$ cat src/source/mem_pkg.sv
// Data memory types
package mem_pkg;

  // Access size of one request.
  typedef enum logic [1:0] {
    BYTE     = 2'b00,
    HALFWORD = 2'b01,
    WORD     = 2'b10
  } mem_width_t;

  // Request controller states. One access is in flight at a time.
  typedef enum logic [1:0] {
    IDLE    = 2'b00, // Waiting for req.
    ACCESS  = 2'b01, // Address and write enable go to the banks.
    CAPTURE = 2'b10, // Realigned read data is registered.
    DONE    = 2'b11  // ack is high until req drops.
  } port_state_t;

endpackage
$ cat src/source/mem_req_port.sv
// Four-phase request port
module mem_req_port #(
  parameter int addr_width = 10
) (
  input  logic                  clk,
  input  logic                  reset,
  input  logic                  req,
  input  logic                  we,
  input  mem_pkg::mem_width_t   width,
  input  logic                  sign_extend,
  input  logic [addr_width-1:0] addr,
  input  logic [31:0]           wdata,
  output logic                  ack,
  output logic [31:0]           rdata,
  output logic                  mem_write_enable,
  output mem_pkg::mem_width_t   mem_width,
  output logic                  mem_sign_extend,
  output logic [addr_width-1:0] mem_addr,
  output logic [31:0]           mem_wdata,
  input  logic [31:0]           mem_rdata
);
  import mem_pkg::*;

  port_state_t state;
  port_state_t state_next;
  logic        we_q;

  always_comb begin
    state_next = state;
    case (state)
      IDLE: begin
        if (req) begin
          state_next = ACCESS;
        end
      end
      ACCESS:  state_next = CAPTURE;
      CAPTURE: state_next = DONE;
      DONE: begin
        // Hold here until the requester has seen ack and let go of req.
        if (!req) begin
          state_next = IDLE;
        end
      end
      default: state_next = IDLE;
    endcase
  end

  always_ff @(posedge clk) begin
    if (reset) begin
      state <= IDLE;
    end else begin
      state <= state_next;
    end
  end

  // The request is taken once when it is accepted, so the banks see a
  // steady access for the whole transfer.
  always_ff @(posedge clk) begin
    if (state == IDLE && req) begin
      we_q            <= we;
      mem_width       <= width;
      mem_sign_extend <= sign_extend;
      mem_addr        <= addr;
      mem_wdata       <= wdata;
    end
  end

  // Memory output in CAPTURE belongs to the access of the previous cycle.
  always_ff @(posedge clk) begin
    if (reset) begin
      rdata <= 32'h00000000;
    end else if (state == CAPTURE) begin
      rdata <= mem_rdata;
    end
  end

  assign mem_write_enable = (state == ACCESS) && we_q; // One cycle per store.
  assign ack              = (state == DONE);

endmodule

$ cat config.mk
export PLATFORM = sky130hd
export DESIGN_NAME = mem_req_port
export DESIGN_NICKNAME = d
export VERILOG_FILES = /design/src/source/mem_pkg.sv /design/src/source/mem_req_port.sv
export SDC_FILE = /design/constraint.sdc
export NUM_CORES = 1
export LEC_CHECK = 0
export ABC_AREA = 1
export BUFFER_PORTS_ARGS = -buffer_cell sky130_fd_sc_hd__buf_2
export CAP_MARGIN = 20
export CORE_AREA = 3 3 87 81
export CTS_BUF_LIST = sky130_fd_sc_hd__clkbuf_4
export CTS_CLUSTER_DIAMETER = 60
export CTS_CLUSTER_SIZE = 12
export DETAILED_ROUTE_END_ITERATION = 6
export DIE_AREA = 0 0 90 84
export PLACE_DENSITY = 0.77
export SYNTH_ARGS = -nofsm -noshare
export SYNTH_HDL_FRONTEND = slang
export SYNTH_SLANG_ARGS = --single-unit
$ cat constraint.sdc
create_clock -name clk -period 2.6 [get_ports clk]
set_input_delay 0.52 -clock clk [delete_from_list [all_inputs] [get_ports clk]]
set_output_delay 0.52 -clock clk [all_outputs]
set_load 0.01 [all_outputs]
==> impl_metrics.ini <==
[status]
outcome = finished, final reports clean

[placed_design]
io_buffer_count = 159
post-dp-hpwl_mm = 4.737
placed_cell_area_um2 = 3545
place_congestion = 0.7385
dpl.cell_count = 455

[min_path]
timing.hold.worst.class = in -> reg

[timing]
timing_worst_slew_pin_value_ns = 0.5434
final-hold-violation-count = 0
fin_tns_setup_ns = 0
rsz0062_at_grt = false
hold_ws_ns = 0.2786
timing.final.max_slew_violations = 0
finalCriticalPeriod_ns = 1.828
max_freq_ghz = 0.5472
final.period_utilization_pct = 70.29
timing.slew.headroom_pct = 63.77
fin_skew_ns = 0.007978
setup_viol_count_final = 0

[floorplanning]
fp.dieArea_um2 = 7560
ioPinCount = 160
rows = 27
die_h_um = 84
effective_utilization_at_floorplan_pct = 43.83
die_w_um = 90
core_area_um2 = 6148

[final_layout]
finish.utilization_pct = 60.28
total_non_filler_cell_area_in_the_finished_layout_um2 = 3706
finish.net_count = 465
n_fill_cell = 536
post_route_cells_drive_above_1_share_pct = 46.35
syn2layout_area_growth_pct = 37.51
insertedDiodeCount = 0
fin_cells = 471

[clock_network]
maximum_level_of_the_cts_h_tree = 3
cts_post_setup_buffers_inserted = 0
clock-root-buffer = sky130_fd_sc_hd__clkbuf_4
cts_hold_repair.buffers = 0
clock_insertion_delay_at_the_later_pin_of_the_skew_report_ns = 0.40
cts.clk_slew.worst_paths_ns = 0.13
cts_tree = done
cts-resized-gates = 0
clock-sinks = 80
ctsLongestPathBuffers = 2
numCtsBuffers = 9

[flow_run]
drv_cap = 0

[detailed_routing]
initialDrtViolationCount = 54
routedWlPerCell_um = 13.40
avgViaCountPerCell = 4.524
detailed_route_wl_mm = 6.312
drt_drc_violations_left = 0
drtAntennaViolNets = 0
detailroute.via_count = 2131
drt-pass1-iter-count = 4

[power_and_ir_drop]
static-leakage-power_nw = 1.801
power_per_cell_area_nw_per_um2 = 873.0
vdd_ir_drop_max_v = 0.0003808

[grt]
grt_antenna_before_repair = 0
number_of_global_route_vias_before_repair = 2020
largest_net_degree_at_the_start_of_global_routing = 47
first_pass_grt_wire_length_mm = 9.977
grt_overflow = 0
global_route.usage.total_pct = 16.76

[worst_setup_path]
crit_path_frequent_cell = sky130_fd_sc_hd__inv_1
worstPathBufferInverterCount = 3
critical-path-top-delay-family = flip-flops
critPathKind = reg -> out
cp-end-kind = output pin
cpMaxStageDelayCell = sky130_fd_sc_hd__dfxtp_1
worstPathArrival_ns = 1.31
required_ns = 2.08
cp_cell_sequence = inv_1, ha_1, nand2_1, inv_1, buf_2
max_stage_delay_ns = 0.42
start_kind = register
path_max_fanout = 5

[synthesis]
netlist-cell-type-count = 15
synth_area_um2 = 2695
synth_area_per_cell_um2 = 12.48
ys_seq_elements = 80
synth-seq-area-share_pct = 76.51
number_of_cells_produced_by_synthesis = 216
syn_nets = 302
synth_warnings = 0
[area by class of cell]
| cell class | instances | area (µm²) | area share [%] |
|---|---|---|---|
| multi-input combinational | 117 | 525.5 | 14.18 |
| tap | 87 | 108.9 | 2.937 |
| clock inverter | 7 | 93.84 | 2.532 |
| clock buffer | 9 | 67.56 | 1.823 |
| timing repair buffer | 161 | 810.8 | 21.88 |
| inverter | 10 | 37.54 | 1.013 |
| sequential | 80 | 2062 | 55.64 |
[flip-flops by register name, summed over array words and instances, names as in the netlist]
name             count
mem_addr            10
mem_sign_extend      1
mem_wdata           32
mem_width            2
rdata               32
state                2
we_q                 1
[power breakdown]
group	switching [W]	leakage [nW]	total [W]	internal (W)
clock network	0.000419	0.0844	0.000811	0.000392
logic	0.000458	1.00	0.000736	0.000278
registers	0.0000845	0.714	0.00169	0.00160
[metrics by stage]
stage	setup slack, ns	power [W]
after floorplan	0.6430	0.002147
after global placement	1.041	0.002440
after detailed placement	1.011	0.002462
after CTS	0.7217	0.003275
after global routing	0.6334	0.003422
final	0.7725	0.003235
[metal layers]
layer  routed length [µm]  part of all wire (%)  vias up  global-route usage (%)
li1                     -                     -     1049                       -
met3                  733                    12        7                   7.124
met1                 2604                    41      958                   19.60
met2                 2899                    46      117                   26.87
met4                   76                   1.2        0                   7.510
met5                    0                     0        -                       0
[Yosys cell counts]
library cell | count | area [µm²]
sky130_fd_sc_hd__nand3_1 | 2 | 10.01
sky130_fd_sc_hd__clkbuf_2 | 1 | 5.000
sky130_fd_sc_hd__edfxtp_1 | 46 | 1381
sky130_fd_sc_hd__clkbuf_1 | 1 | 3.750
sky130_fd_sc_hd__buf_6 | 3 | 33.78
sky130_fd_sc_hd__buf_4 | 3 | 22.52
sky130_fd_sc_hd__nor2_1 | 69 | 259.0
sky130_fd_sc_hd__nand2_1 | 9 | 33.78
sky130_fd_sc_hd__o21ai_1 | 9 | 45.04
sky130_fd_sc_hd__inv_2 | 2 | 7.510
sky130_fd_sc_hd__ha_1 | 5 | 62.56
sky130_fd_sc_hd__o21ai_0 | 23 | 115.1
sky130_fd_sc_hd__inv_1 | 8 | 30.03
sky130_fd_sc_hd__dfxtp_1 | 34 | 680.7
sky130_fd_sc_hd__buf_2 | 1 | 5.000
[worst reg2reg max path, delay by kind of cell (launching register included)]
| kind | cells | cell delay (ns) |
|---|---|---|
| AND/OR/NAND/NOR | 1 | 0.07 |
| flip-flops | 1 | 0.37 |
| buffers and inverters | 3 | 0.58 |
| adder cells (fa/ha/maj) | 1 | 0.21 |
[cells by family after synthesis]
| group | share of synthesized area (%) |
|---|---|
| AO/OA/AOI/OAI | 5.942 |
| flip-flops | 76.51 |
| AND/OR/NAND/NOR | 11.23 |
| adder cells (fa/ha/maj) | 2.321 |
| buffers and inverters | 3.992 |
[placed cells by master (no fill, tap or decap)]
master                       instances
sky130_fd_sc_hd__ha_1                5
sky130_fd_sc_hd__dfxtp_1            34
sky130_fd_sc_hd__clkinv_2            1
sky130_fd_sc_hd__buf_4               2
sky130_fd_sc_hd__inv_1               7
sky130_fd_sc_hd__o21ai_0            23
sky130_fd_sc_hd__nand2_1             9
sky130_fd_sc_hd__edfxtp_1           46
sky130_fd_sc_hd__nand3_1             2
sky130_fd_sc_hd__clkbuf_4            9
sky130_fd_sc_hd__inv_6               2
sky130_fd_sc_hd__o21ai_1             9
sky130_fd_sc_hd__clkinv_1            2
sky130_fd_sc_hd__bufinv_16           2
sky130_fd_sc_hd__nor2_1             69
sky130_fd_sc_hd__clkinvlp_4          1
sky130_fd_sc_hd__buf_2             159
sky130_fd_sc_hd__inv_2               2
[worst paths after layout]
check / startpoint / end / slack [ns] / depth (start not counted)
hold reg to reg: rdata[6]$_SDFFE_PP0N_ / rdata[6]$_SDFFE_PP0N_ / 0.50 / 2
setup reg to reg: state[0]$_SDFFE_PP0P_ / mem_wdata[25]$_DFFE_PP_ / 0.99 / 5
hold / removal: wdata[9] / mem_wdata[9]$_DFFE_PP_ / 0.28 / 1
setup / recovery: state[1]$_SDFFE_PP0P_ / mem_write_enable / 0.77 / 5
(Power assumes the default switching activity.)
